<file path="src/common/rv_defs.svh">
`ifndef RV_DEFS_SVH
`define RV_DEFS_SVH

// **************************************************
// core dimensions.
// **************************************************

// data and address width.
`define XLEN 32

// RV32E has sixteen integer registers.
`define REG_COUNT 16

// register index width.
`define REG_AW $clog2(`REG_COUNT)

// first fetch address after reset.
`define RESET_PC 32'h0000_0000

// **************************************************
// fetch port flow control.
// **************************************************

// most credits the core can hold at once.
`define CREDIT_MAX 4

`endif
</file>
<file path="src/common/core_pkg.sv">
package core_pkg;

	typedef enum logic [3:0] {
		ADD,
		SUB,
		SLL,
		SLT,
		SLTU,
		XOR,
		SRL,
		SRA,
		OR,
		AND,
		PASS_B
	} alu_op_e;

	// NONE means the instruction is not a branch.
	typedef enum logic [2:0] {
		NONE,
		BEQ,
		BNE,
		BLT,
		BGE,
		BLTU,
		BGEU
	} br_cond_e;

	typedef enum logic [1:0] {
		FETCH = 2'd0,
		WAIT  = 2'd1,
		EXEC  = 2'd2,
		TRAP  = 2'd3
	} ctrl_state_e;

	// operand a select.
	localparam logic A_RS1 = 1'b0;
	localparam logic A_PC  = 1'b1;

	// operand b select.
	localparam logic B_RS2 = 1'b0;
	localparam logic B_IMM = 1'b1;

endpackage

</file>
<file path="src/common/isa_pkg.sv">
package isa_pkg;

	// major opcodes handled by the core.
	typedef enum logic [6:0] {
		OP     = 7'b0110011,
		OP_IMM = 7'b0010011,
		LUI    = 7'b0110111,
		AUIPC  = 7'b0010111,
		JAL    = 7'b1101111,
		JALR   = 7'b1100111,
		BRANCH = 7'b1100011
	} rv_opcode_e;

	typedef struct packed {
		logic [6:0] funct7;
		logic [4:0] rs2;
		logic [4:0] rs1;
		logic [2:0] funct3;
		logic [4:0] rd;
		rv_opcode_e opcode;
	} r_fmt_t;

	typedef struct packed {
		logic [11:0] imm;
		logic [4:0]  rs1;
		logic [2:0]  funct3;
		logic [4:0]  rd;
		rv_opcode_e  opcode;
	} i_fmt_t;

	typedef struct packed {
		logic [6:0] imm_hi;
		logic [4:0] rs2;
		logic [4:0] rs1;
		logic [2:0] funct3;
		logic [4:0] imm_lo;
		rv_opcode_e opcode;
	} s_fmt_t;

	// branch offset bits are scattered across the word.
	typedef struct packed {
		logic       imm12;
		logic [5:0] imm10_5;
		logic [4:0] rs2;
		logic [4:0] rs1;
		logic [2:0] funct3;
		logic [3:0] imm4_1;
		logic       imm11;
		rv_opcode_e opcode;
	} b_fmt_t;

	typedef struct packed {
		logic [19:0] imm;
		logic [4:0]  rd;
		rv_opcode_e  opcode;
	} u_fmt_t;

	typedef struct packed {
		logic       imm20;
		logic [9:0] imm10_1;
		logic       imm11;
		logic [7:0] imm19_12;
		logic [4:0] rd;
		rv_opcode_e opcode;
	} j_fmt_t;

	// one instruction word, viewed in every format.
	typedef union packed {
		r_fmt_t r_fmt;
		i_fmt_t i_fmt;
		s_fmt_t s_fmt;
		b_fmt_t b_fmt;
		u_fmt_t u_fmt;
		j_fmt_t j_fmt;
	} rv_inst_u;

endpackage

</file>
<file path="src/hw/core_top.sv">
`include "rv_defs.svh"

module core_top import core_pkg::*; (
	input  logic               clock,
	input  logic               rst,
	input  logic               fetch_credit,
	output logic               fetch_req,
	output logic [`XLEN-1:0]   fetch_addr,
	input  logic               fetch_rsp_valid,
	input  logic [`XLEN-1:0]   fetch_rsp_inst,
	output logic               retire_valid,
	output logic [`XLEN-1:0]   retire_pc,
	output logic [`REG_AW-1:0] retire_rd,
	output logic [`XLEN-1:0]   retire_data,
	output logic               trap
);

	logic               have_credit;
	logic               fetch_go;
	logic               ir_load;
	logic               pc_we;
	logic               rf_we;
	logic               illegal;
	logic [`XLEN-1:0]   pc;
	logic [`REG_AW-1:0] rs1;
	logic [`REG_AW-1:0] rs2;
	logic [`REG_AW-1:0] rd;
	logic [`REG_AW-1:0] rd_eff;
	logic [`XLEN-1:0]   imm;
	alu_op_e            alu_op;
	br_cond_e           br_cond;
	logic               a_sel;
	logic               b_sel;
	logic               jump;
	logic               jalr;
	logic               wb_pc4;
	logic               writes_rd;
	logic [`XLEN-1:0]   rs1_data;
	logic [`XLEN-1:0]   rs2_data;
	logic [`XLEN-1:0]   alu_a;
	logic [`XLEN-1:0]   alu_b;
	logic [`XLEN-1:0]   result;
	logic               taken;
	logic [`XLEN-1:0]   wb_data;

	// **************************************************
	// control and fetch.
	// **************************************************

	core_ctrl u_ctrl (
		.clock           (clock),
		.rst             (rst),
		.have_credit     (have_credit),
		.fetch_rsp_valid (fetch_rsp_valid),
		.illegal         (illegal),
		.fetch_go        (fetch_go),
		.ir_load         (ir_load),
		.pc_we           (pc_we),
		.rf_we           (rf_we),
		.retire_valid    (retire_valid),
		.trap            (trap)
	);

	fetch_unit u_fetch (
		.clock        (clock),
		.rst          (rst),
		.fetch_credit (fetch_credit),
		.fetch_go     (fetch_go),
		.pc_we        (pc_we),
		.taken        (taken),
		.jump         (jump),
		.jalr         (jalr),
		.imm          (imm),
		.rs1_data     (rs1_data),
		.pc           (pc),
		.have_credit  (have_credit)
	);

	assign fetch_req  = fetch_go;
	assign fetch_addr = pc;

	// **************************************************
	// decode, execute, write-back.
	// **************************************************

	decoder u_dec (
		.clock          (clock),
		.ir_load        (ir_load),
		.fetch_rsp_inst (fetch_rsp_inst),
		.rs1            (rs1),
		.rs2            (rs2),
		.rd             (rd),
		.imm            (imm),
		.alu_op         (alu_op),
		.br_cond        (br_cond),
		.a_sel          (a_sel),
		.b_sel          (b_sel),
		.jump           (jump),
		.jalr           (jalr),
		.wb_pc4         (wb_pc4),
		.writes_rd      (writes_rd),
		.illegal        (illegal)
	);

	assign alu_a = (a_sel == A_PC) ? pc : rs1_data;
	assign alu_b = (b_sel == B_IMM) ? imm : rs2_data;

	alu u_alu (
		.a        (alu_a),
		.b        (alu_b),
		.alu_op   (alu_op),
		.br_cond  (br_cond),
		.rs1_data (rs1_data),
		.rs2_data (rs2_data),
		.result   (result),
		.taken    (taken)
	);

	// rd field of a branch holds offset bits, so mask it.
	assign rd_eff  = writes_rd ? rd : '0;
	assign wb_data = wb_pc4 ? (pc + `XLEN'(4)) : result;

	regfile u_rf (
		.clock  (clock),
		.rst    (rst),
		.we     (rf_we),
		.waddr  (rd_eff),
		.wdata  (wb_data),
		.raddr1 (rs1),
		.raddr2 (rs2),
		.rdata1 (rs1_data),
		.rdata2 (rs2_data)
	);

	assign retire_pc   = pc;
	assign retire_rd   = rd_eff;
	assign retire_data = (rd_eff != '0) ? wb_data : '0;

endmodule

</file>
<file path="src/hw/core_ctrl.sv">
module core_ctrl import core_pkg::*; (
	input  logic clock,
	input  logic rst,
	input  logic have_credit,
	input  logic fetch_rsp_valid,
	input  logic illegal,
	output logic fetch_go,
	output logic ir_load,
	output logic pc_we,
	output logic rf_we,
	output logic retire_valid,
	output logic trap
);

	ctrl_state_e state;
	ctrl_state_e state_next;
	logic        exec_ok;

	// **************************************************
	// state machine.
	// **************************************************

	always_ff @(posedge clock) begin
		if (rst) begin
			state <= FETCH;
		end else begin
			state <= state_next;
		end
	end

	always_comb begin
		state_next = state;
		case (state)
			FETCH: begin
				if (have_credit) begin
					state_next = WAIT;
				end
			end
			WAIT: begin
				if (fetch_rsp_valid) begin
					state_next = EXEC;
				end
			end
			// lasts a single cycle.
			EXEC: begin
				state_next = illegal ? TRAP : FETCH;
			end
			default: begin
				state_next = TRAP;
			end
		endcase
	end

	// **************************************************
	// control outputs.
	// **************************************************

	assign exec_ok      = (state == EXEC) && !illegal;
	assign fetch_go     = (state == FETCH) && have_credit;
	assign ir_load      = (state == WAIT) && fetch_rsp_valid;
	assign pc_we        = exec_ok;
	assign rf_we        = exec_ok;
	assign retire_valid = exec_ok;

	// raised in the failing EXEC cycle, then held by TRAP.
	assign trap = (state == TRAP) || ((state == EXEC) && illegal);

	a_rsp_in_wait: assert property (@(posedge clock) disable iff (rst)
		fetch_rsp_valid |-> state == WAIT);

	a_state_known: assert property (@(posedge clock) disable iff (rst)
		!$isunknown(state));

endmodule

</file>
<file path="src/hw/fetch_unit.sv">
`include "rv_defs.svh"

module fetch_unit (
	input  logic             clock,
	input  logic             rst,
	input  logic             fetch_credit,
	input  logic             fetch_go,
	input  logic             pc_we,
	input  logic             taken,
	input  logic             jump,
	input  logic             jalr,
	input  logic [`XLEN-1:0] imm,
	input  logic [`XLEN-1:0] rs1_data,
	output logic [`XLEN-1:0] pc,
	output logic             have_credit
);

	localparam int CREDIT_W = $clog2(`CREDIT_MAX + 1);
	localparam logic [CREDIT_W-1:0] CREDIT_TOP = CREDIT_W'(`CREDIT_MAX);

	logic [CREDIT_W-1:0] credit_cnt;
	logic [`XLEN-1:0]    pc_plus4;
	logic [`XLEN-1:0]    pc_rel;
	logic [`XLEN-1:0]    jalr_tgt;
	logic [`XLEN-1:0]    next_pc;

	// **************************************************
	// program counter.
	// **************************************************

	assign pc_plus4 = pc + `XLEN'(4);
	assign pc_rel   = pc + imm;
	assign jalr_tgt = (rs1_data + imm) & ~`XLEN'(1);
	assign next_pc  = jalr ? jalr_tgt : ((jump || taken) ? pc_rel : pc_plus4);

	always_ff @(posedge clock) begin
		if (rst) begin
			pc <= `RESET_PC;
		end else if (pc_we) begin
			pc <= next_pc;
		end
	end

	// **************************************************
	// credit counter.
	// **************************************************

	// a grant and a spend in the same cycle cancel.
	always_ff @(posedge clock) begin
		if (rst) begin
			credit_cnt <= '0;
		end else if (fetch_credit && !fetch_go && credit_cnt != CREDIT_TOP) begin
			credit_cnt <= credit_cnt + 1'b1;
		end else if (fetch_go && !fetch_credit) begin
			credit_cnt <= credit_cnt - 1'b1;
		end
	end

	assign have_credit = (credit_cnt != '0);

	a_credit_cap: assert property (@(posedge clock) disable iff (rst)
		fetch_credit && !fetch_go |-> credit_cnt != CREDIT_TOP);

endmodule

</file>
<file path="src/hw/decoder.sv">
`include "rv_defs.svh"

module decoder import isa_pkg::*, core_pkg::*; (
	input  logic               clock,
	input  logic               ir_load,
	input  logic [`XLEN-1:0]   fetch_rsp_inst,
	output logic [`REG_AW-1:0] rs1,
	output logic [`REG_AW-1:0] rs2,
	output logic [`REG_AW-1:0] rd,
	output logic [`XLEN-1:0]   imm,
	output alu_op_e            alu_op,
	output br_cond_e           br_cond,
	output logic               a_sel,
	output logic               b_sel,
	output logic               jump,
	output logic               jalr,
	output logic               wb_pc4,
	output logic               writes_rd,
	output logic               illegal
);

	rv_inst_u         ir;
	logic [`XLEN-1:0] imm_i;
	logic [`XLEN-1:0] imm_s;
	logic [`XLEN-1:0] imm_b;
	logic [`XLEN-1:0] imm_u;
	logic [`XLEN-1:0] imm_j;
	logic [2:0]       funct3;
	logic [6:0]       funct7;
	logic             uses_rs1;
	logic             uses_rs2;
	logic             bad_op;
	logic             bad_reg;

	function automatic alu_op_e alu_from_funct(input logic [2:0] f3, input logic alt);
		case (f3)
			3'b000:  return alt ? SUB : ADD;
			3'b001:  return SLL;
			3'b010:  return SLT;
			3'b011:  return SLTU;
			3'b100:  return XOR;
			3'b101:  return alt ? SRA : SRL;
			3'b110:  return OR;
			default: return AND;
		endcase
	endfunction

	always_ff @(posedge clock) begin
		if (ir_load) begin
			ir <= fetch_rsp_inst;
		end
	end

	assign funct3 = ir.r_fmt.funct3;
	assign funct7 = ir.r_fmt.funct7;
	assign rs1    = ir.r_fmt.rs1[`REG_AW-1:0];
	assign rs2    = ir.r_fmt.rs2[`REG_AW-1:0];
	assign rd     = ir.r_fmt.rd[`REG_AW-1:0];

	// **************************************************
	// immediates by format.
	// **************************************************

	assign imm_i = {{(`XLEN-12){ir.i_fmt.imm[11]}}, ir.i_fmt.imm};
	assign imm_s = {{(`XLEN-12){ir.s_fmt.imm_hi[6]}}, ir.s_fmt.imm_hi, ir.s_fmt.imm_lo};
	assign imm_b = {{(`XLEN-12){ir.b_fmt.imm12}}, ir.b_fmt.imm11, ir.b_fmt.imm10_5,
		ir.b_fmt.imm4_1, 1'b0};
	assign imm_u = {ir.u_fmt.imm, 12'b0};
	assign imm_j = {{(`XLEN-20){ir.j_fmt.imm20}}, ir.j_fmt.imm19_12, ir.j_fmt.imm11,
		ir.j_fmt.imm10_1, 1'b0};

	always_comb begin
		alu_op    = ADD;
		br_cond   = NONE;
		a_sel     = A_RS1;
		b_sel     = B_RS2;
		imm       = imm_s;
		jump      = 1'b0;
		jalr      = 1'b0;
		wb_pc4    = 1'b0;
		writes_rd = 1'b0;
		uses_rs1  = 1'b0;
		uses_rs2  = 1'b0;
		bad_op    = 1'b0;
		case (ir.r_fmt.opcode)
			OP: begin
				writes_rd = 1'b1;
				uses_rs1  = 1'b1;
				uses_rs2  = 1'b1;
				alu_op    = alu_from_funct(funct3, funct7[5]);
				// only ADD/SUB and SRL/SRA have an alternate encoding.
				bad_op = !(funct7 == 7'b0000000 ||
					(funct7 == 7'b0100000 && (funct3 == 3'b000 || funct3 == 3'b101)));
			end
			OP_IMM: begin
				writes_rd = 1'b1;
				uses_rs1  = 1'b1;
				imm       = imm_i;
				b_sel     = B_IMM;
				alu_op    = alu_from_funct(funct3, funct3 == 3'b101 && funct7[5]);
				if (funct3 == 3'b001) begin
					bad_op = (funct7 != 7'b0000000);
				end else if (funct3 == 3'b101) begin
					bad_op = (funct7 != 7'b0000000) && (funct7 != 7'b0100000);
				end
			end
			LUI: begin
				writes_rd = 1'b1;
				imm       = imm_u;
				b_sel     = B_IMM;
				alu_op    = PASS_B;
			end
			AUIPC: begin
				writes_rd = 1'b1;
				imm       = imm_u;
				a_sel     = A_PC;
				b_sel     = B_IMM;
			end
			JAL: begin
				writes_rd = 1'b1;
				imm       = imm_j;
				jump      = 1'b1;
				wb_pc4    = 1'b1;
			end
			JALR: begin
				writes_rd = 1'b1;
				uses_rs1  = 1'b1;
				imm       = imm_i;
				jalr      = 1'b1;
				wb_pc4    = 1'b1;
				bad_op    = (funct3 != 3'b000);
			end
			BRANCH: begin
				uses_rs1 = 1'b1;
				uses_rs2 = 1'b1;
				imm      = imm_b;
				case (funct3)
					3'b000:  br_cond = BEQ;
					3'b001:  br_cond = BNE;
					3'b100:  br_cond = BLT;
					3'b101:  br_cond = BGE;
					3'b110:  br_cond = BLTU;
					3'b111:  br_cond = BGEU;
					default: bad_op  = 1'b1;
				endcase
			end
			default: begin
				bad_op = 1'b1;
			end
		endcase
	end

	// RV32E has no x16 and up.
	assign bad_reg = (uses_rs1 && ir.r_fmt.rs1 >= 5'(`REG_COUNT)) ||
		(uses_rs2 && ir.r_fmt.rs2 >= 5'(`REG_COUNT)) ||
		(writes_rd && ir.r_fmt.rd >= 5'(`REG_COUNT));

	assign illegal = bad_op || bad_reg;

endmodule

</file>
<file path="src/hw/alu.sv">
`include "rv_defs.svh"

module alu import core_pkg::*; (
	input  logic [`XLEN-1:0] a,
	input  logic [`XLEN-1:0] b,
	input  alu_op_e          alu_op,
	input  br_cond_e         br_cond,
	input  logic [`XLEN-1:0] rs1_data,
	input  logic [`XLEN-1:0] rs2_data,
	output logic [`XLEN-1:0] result,
	output logic             taken
);

	logic [4:0] shamt;

	assign shamt = b[4:0];

	always_comb begin
		case (alu_op)
			ADD:     result = a + b;
			SUB:     result = a - b;
			SLL:     result = a << shamt;
			SLT:     result = `XLEN'($signed(a) < $signed(b));
			SLTU:    result = `XLEN'(a < b);
			XOR:     result = a ^ b;
			SRL:     result = a >> shamt;
			SRA:     result = $signed(a) >>> shamt;
			OR:      result = a | b;
			AND:     result = a & b;
			PASS_B:  result = b;
			default: result = '0;
		endcase
	end

	// branch compare works on the register values, not the operands.
	always_comb begin
		case (br_cond)
			BEQ:     taken = (rs1_data == rs2_data);
			BNE:     taken = (rs1_data != rs2_data);
			BLT:     taken = ($signed(rs1_data) < $signed(rs2_data));
			BGE:     taken = ($signed(rs1_data) >= $signed(rs2_data));
			BLTU:    taken = (rs1_data < rs2_data);
			BGEU:    taken = (rs1_data >= rs2_data);
			default: taken = 1'b0;
		endcase
	end

endmodule

</file>
<file path="src/hw/regfile.sv">
`include "rv_defs.svh"

module regfile (
	input  logic               clock,
	input  logic               rst,
	input  logic               we,
	input  logic [`REG_AW-1:0] waddr,
	input  logic [`XLEN-1:0]   wdata,
	input  logic [`REG_AW-1:0] raddr1,
	input  logic [`REG_AW-1:0] raddr2,
	output logic [`XLEN-1:0]   rdata1,
	output logic [`XLEN-1:0]   rdata2
);

	logic [`XLEN-1:0] regs [`REG_COUNT];

	always_ff @(posedge clock) begin
		if (rst) begin
			for (int i = 0; i < `REG_COUNT; i++) begin
				regs[i] <= '0;
			end
		end else if (we && waddr != '0) begin
			regs[waddr] <= wdata;
		end
	end

	// x0 is hardwired.
	assign rdata1 = (raddr1 == '0) ? '0 : regs[raddr1];
	assign rdata2 = (raddr2 == '0) ? '0 : regs[raddr2];

endmodule

</file>
<file path="config.mk">
export PLATFORM = sky130hd
export DESIGN_NAME = core_top
export DESIGN_NICKNAME = d
export VERILOG_FILES = /design/src/common/core_pkg.sv /design/src/common/isa_pkg.sv /design/src/hw/core_top.sv /design/src/hw/core_ctrl.sv /design/src/hw/fetch_unit.sv /design/src/hw/decoder.sv /design/src/hw/alu.sv /design/src/hw/regfile.sv
export VERILOG_INCLUDE_DIRS = /design/src /design/src/common
export SDC_FILE = /design/constraint.sdc
export NUM_CORES = 2
export LEC_CHECK = 0
export BUFFER_PORTS_ARGS = -buffer_cell sky130_fd_sc_hd__buf_2
export CAP_MARGIN = 15
export CORE_MARGIN = 2
export CORE_UTILIZATION = 53
export CTS_CLUSTER_SIZE = 40
export DETAILED_ROUTE_END_ITERATION = 6
export PLACE_DENSITY = 0.81
export SYNTH_ARGS = -nofsm -noshare
export SYNTH_HDL_FRONTEND = slang
export SYNTH_SLANG_ARGS = --single-unit
</file>
<file path="constraint.sdc">
create_clock -name clock -period 8.3 [get_ports clock]
set_input_delay 0.415 -clock clock [delete_from_list [all_inputs] [get_ports clock]]
set_output_delay 0.415 -clock clock [all_outputs]
set_load 0.05 [all_outputs]
</file>
==> results.sh <==
export IMPL_synth_top_area_share_pct=35.45
export IMPL_synth_avg_cell_area_um2=10.10
export IMPL_proportion_of_synthesized_chip_area_in_sequential_cells_pct=37.40
export IMPL_fin_crit_sh_pct=98.21
export IMPL_synth_top_cells_by_area="sky130_fd_sc_hd__edfxtp_1 (35%), sky130_fd_sc_hd__mux4_2 (13%), sky130_fd_sc_hd__nor2_1 (6.1%), sky130_fd_sc_hd__ha_1 (5.4%), sky130_fd_sc_hd__mux2i_1 (3.8%)"
export IMPL_synth_edf_count=544
export IMPL_worst_setup_hold_path_clk_slew_ns=0.07
export IMPL_area_used_by_multi_input_combinational_logic_um2=26740
export IMPL_cp_data_arrival_time_ns=7.74
export IMPL_initial_core_utilization_pct=53.29
export IMPL_ys_dominant_reg_cell="sky130_fd_sc_hd__edfxtp_1"
export IMPL_synthDistinctLibCells=119
export IMPL_route_detailed_vias_per_inst=7.666
export IMPL_vias=45050
export IMPL_final_seq_area_um2=17260
export IMPL_worstSetupPathType="flip-flop to primary output"
export IMPL_die_h_um=298.9
export IMPL_placeable_area_um2=86480
export IMPL_max_clock_freq_mhz=122.7
export IMPL_failed_checks="design-rule violations, max-slew violations"
export IMPL_tritoncts="built"
export IMPL_cts_root_buffer_cell="sky130_fd_sc_hd__clkbuf_16"
export IMPL_final_setup_worst_slack_ns=0.1487
export IMPL_p_switching_w=0.01205
export IMPL_cts_num_sinks=589
export IMPL_post_route_cells_drive_above_1_share_pct=18.95
export IMPL_syn_cell_area_um2=46090
export IMPL_setup_worst_path_start_class="flip-flop"
export IMPL_route_met3_wl_um=38310
export IMPL_placement_rows=108
export IMPL_syn_to_final_growth_pct=9.863
export IMPL_worst_vdd_rail_ir_drop_uv=337.0
export IMPL_antenna_left=0
export IMPL_i_o_pins=139
export IMPL_buffer_ports_inserted=138
export IMPL_tightestPinTransition_ns=1.591
export IMPL_first_global_vias=42190
export IMPL_finalNetCount=4894
export IMPL_grt_max_degree=65
export IMPL_detailed_place_hpwl_um=151000
export IMPL_ys_seq_elements=589
export IMPL_finalHoldViolCount=0
export IMPL_clock_tree_buffer_depth=3
export IMPL_post_dp_cell_area_um2=48110
export IMPL_top_layer="met5"
export IMPL_routed_wirelength_um=220500
export IMPL_cell_internal_pwr_w=0.009600
export IMPL_die_x_um=298.9
export IMPL_detail_route_iter0_violations=8811
export IMPL_post_route_cell_area_um2=50630
export IMPL_report_final_slew_viol_count=1
export IMPL_grt_setup_unrepaired="no"
export IMPL_max_cap_viol_count=0
export IMPL_crit_path_max_fanout=39
export IMPL_synth_most_common_cell="sky130_fd_sc_hd__nor2_1"
export IMPL_fillerInstances=7080
export IMPL_synth_cells_most_frequent="sky130_fd_sc_hd__nor2_1 (747), sky130_fd_sc_hd__edfxtp_1 (544), sky130_fd_sc_hd__nand2_1 (359)"
export IMPL_critical_path_required_ns=7.89
export IMPL_drc=55
export IMPL_setup_violations=0
export IMPL_power_share_clock_pct=13.8
export IMPL_number_of_post_cts_setup_repair_buffers=0
export IMPL_timing_final_crit_period_ns=8.151
export IMPL_async_reset_ff_share_pct=0
export IMPL_dp_slack_ns=1.065
export IMPL_grt_first_pass_wirelength_um=309600
export IMPL_hold_class="primary input to flip-flop"
export IMPL_htreeDepth=3
export IMPL_routed_wl_met2_um=90590
export IMPL_routed_length_on_met1_um=68730
export IMPL_power_share_switching_pct=55.65
export IMPL_clock_insertion_delay_at_the_later_pin_of_the_skew_report_ns=0.67
export IMPL_comb_power_share_pct=68.9
export IMPL_setup_tns_final_ns=0
export IMPL_route_detailed_wl_per_inst_um=37.53
export IMPL_cts_buffers=66
export IMPL_grt_ovfl_total=0
export IMPL_synth_warning_count=0
export IMPL_synth_top_area_cell="sky130_fd_sc_hd__edfxtp_1"
export IMPL_total_leakage_power_nw=19.82
export IMPL_dr_pass1_iters=7
export IMPL_gr_usage_all_layers_pct=48.40
export IMPL_synthesis_instances=4562
export IMPL_die_area_um2=89330
export IMPL_place_gp_congestion=1.184
export IMPL_grt_antenna_before_repair=18
export IMPL_finalClockSkew_ns=0.05181
export IMPL_pd_cells_nw_per_um2=427.6
export IMPL_status="finished with violations"
export IMPL_seq_power_share_pct=17.3
export IMPL_worst_setup_path_end_kind="primary output"
export IMPL_maxSlewHeadroom_pct=-6.036
[layer usage]
metal  vias to the layer above  global-route usage, %
met5                         -                 0.7937
met4                        12                  37.81
met3                      1434                  21.97
met2                      4920                  69.23
met1                     21160                  56.37
li1                      17520                      -
[state kept, by name, summed over array words and instances, names as in the netlist, named ones only]
signal	cells
u_ctrl.state	2
u_rf.regs	512
u_dec.ir	32
u_fetch.credit_cnt	3
u_fetch.pc	32
[layout by cell type, fill, tap and decap left out, types with 68 or more instances in the layout]
cell type and n:
sky130_fd_sc_hd__mux2i_1 175, sky130_fd_sc_hd__nor2_1 745, sky130_fd_sc_hd__nand3_1 116, sky130_fd_sc_hd__edfxtp_1 544, sky130_fd_sc_hd__nor3_1 143, sky130_fd_sc_hd__ha_1 198, sky130_fd_sc_hd__nand2_1 353, sky130_fd_sc_hd__a211oi_1 68
sky130_fd_sc_hd__buf_2 139, sky130_fd_sc_hd__buf_4 183, sky130_fd_sc_hd__inv_1 121, sky130_fd_sc_hd__o21ai_0 188, sky130_fd_sc_hd__a21oi_1 241, sky130_fd_sc_hd__mux4_2 275
[metrics by stage]
stage	std cells	utilization (%)	hold WS, ns	total power [W]
2_1_floorplan	4593	-	0.4726	0.01266
3_3_place_gp	5708	55.63	0.4931	0.01741
3_5_place_dp	5708	55.63	0.5262	0.01746
4_1_cts	5849	58.34	0.002775	0.02050
5_1_grt	5862	58.51	-0.001440	0.02199
6_report	5876	58.55	0.002320	0.02165
[final timing paths]
path / depth (start not counted) / endpoint / from / slack, ns
max: 19 / retire_data[23] / flip-flop / 0.15
min: 1 / u_dec.ir[0]$_DFFE_PP_ / fetch_rsp_inst[0] / 0.002
max reg2reg: 19 / u_rf.regs[7][23]$_SDFFCE_PN0P_ / flip-flop / 0.82
min reg2reg: 2 / u_fetch.credit_cnt[2]$_SDFFE_PP0P_ / u_fetch.credit_cnt[2]$_SDFFE_PP0P_ / 0.54
[critical path, stage by stage (launching register included)]
cell                       delay (ns)
sky130_fd_sc_hd__dfxtp_4         0.85
sky130_fd_sc_hd__mux4_2          0.60
sky130_fd_sc_hd__mux2i_1         0.54
sky130_fd_sc_hd__o22ai_1         0.32
sky130_fd_sc_hd__a21o_1          0.41
sky130_fd_sc_hd__ha_1            0.60
sky130_fd_sc_hd__nand2_1         0.21
sky130_fd_sc_hd__nor4_1          0.34
sky130_fd_sc_hd__o221a_2         0.26
sky130_fd_sc_hd__a311oi_1        0.06
sky130_fd_sc_hd__buf_4           0.18
sky130_fd_sc_hd__o21ai_0         0.36
sky130_fd_sc_hd__buf_4           0.22
sky130_fd_sc_hd__a31oi_1         0.10
sky130_fd_sc_hd__xnor2_1         0.29
sky130_fd_sc_hd__a21oi_1         0.24
sky130_fd_sc_hd__nand4_1         0.38
sky130_fd_sc_hd__o31ai_4         0.77
sky130_fd_sc_hd__nor2_1          0.07
sky130_fd_sc_hd__buf_2           0.23
[power groups by stage]
stage                     logic [W]  registers, W  clock network (W)
after floorplan             0.00914       0.00352                  0
after global placement       0.0136       0.00376                  0
after detailed placement     0.0137       0.00378                  0
after CTS                    0.0138       0.00373            0.00296
after global routing         0.0152       0.00376            0.00307
final                        0.0149       0.00375            0.00299
[area by class of cell]
class / count / share of cell area [%]
timing repair buffer: 359 / 4.960
clock inverter: 41 / 0.8007
inverter: 136 / 1.008
clock buffer: 78 / 3.393
multi-input combinational: 3503 / 52.82
antenna: 15 / 0.07413
sequential: 589 / 34.09
tap: 1155 / 2.854
[repair_timing]
action | CTS | global route
endpoints found under the hold margin | 23 | 3
hold buffers | 22 | 3
gates resized for setup | 0 | 6
setup endpoints to repair | 0 | 3
[kinds of logic (layout without fill, tap and decap cells)]
family | Yosys count | count (layout) | synth area share, %
and+or+nand+nor | 1626 | 1626 | 15.72
AOI/OAI and AO/OA | 1061 | 1061 | 16.07
DFF | 589 | 589 | 37.40
buffers and inverters | 501 | 614 | 5.213
muxes | 488 | 488 | 18.23
adders and majority gates | 203 | 203 | 5.593
xor gates and xnor gates | 93 | 93 | 1.767
other | 1 | 47 | 0.008137
Note: power is estimated with default switching activity, not from simulation.
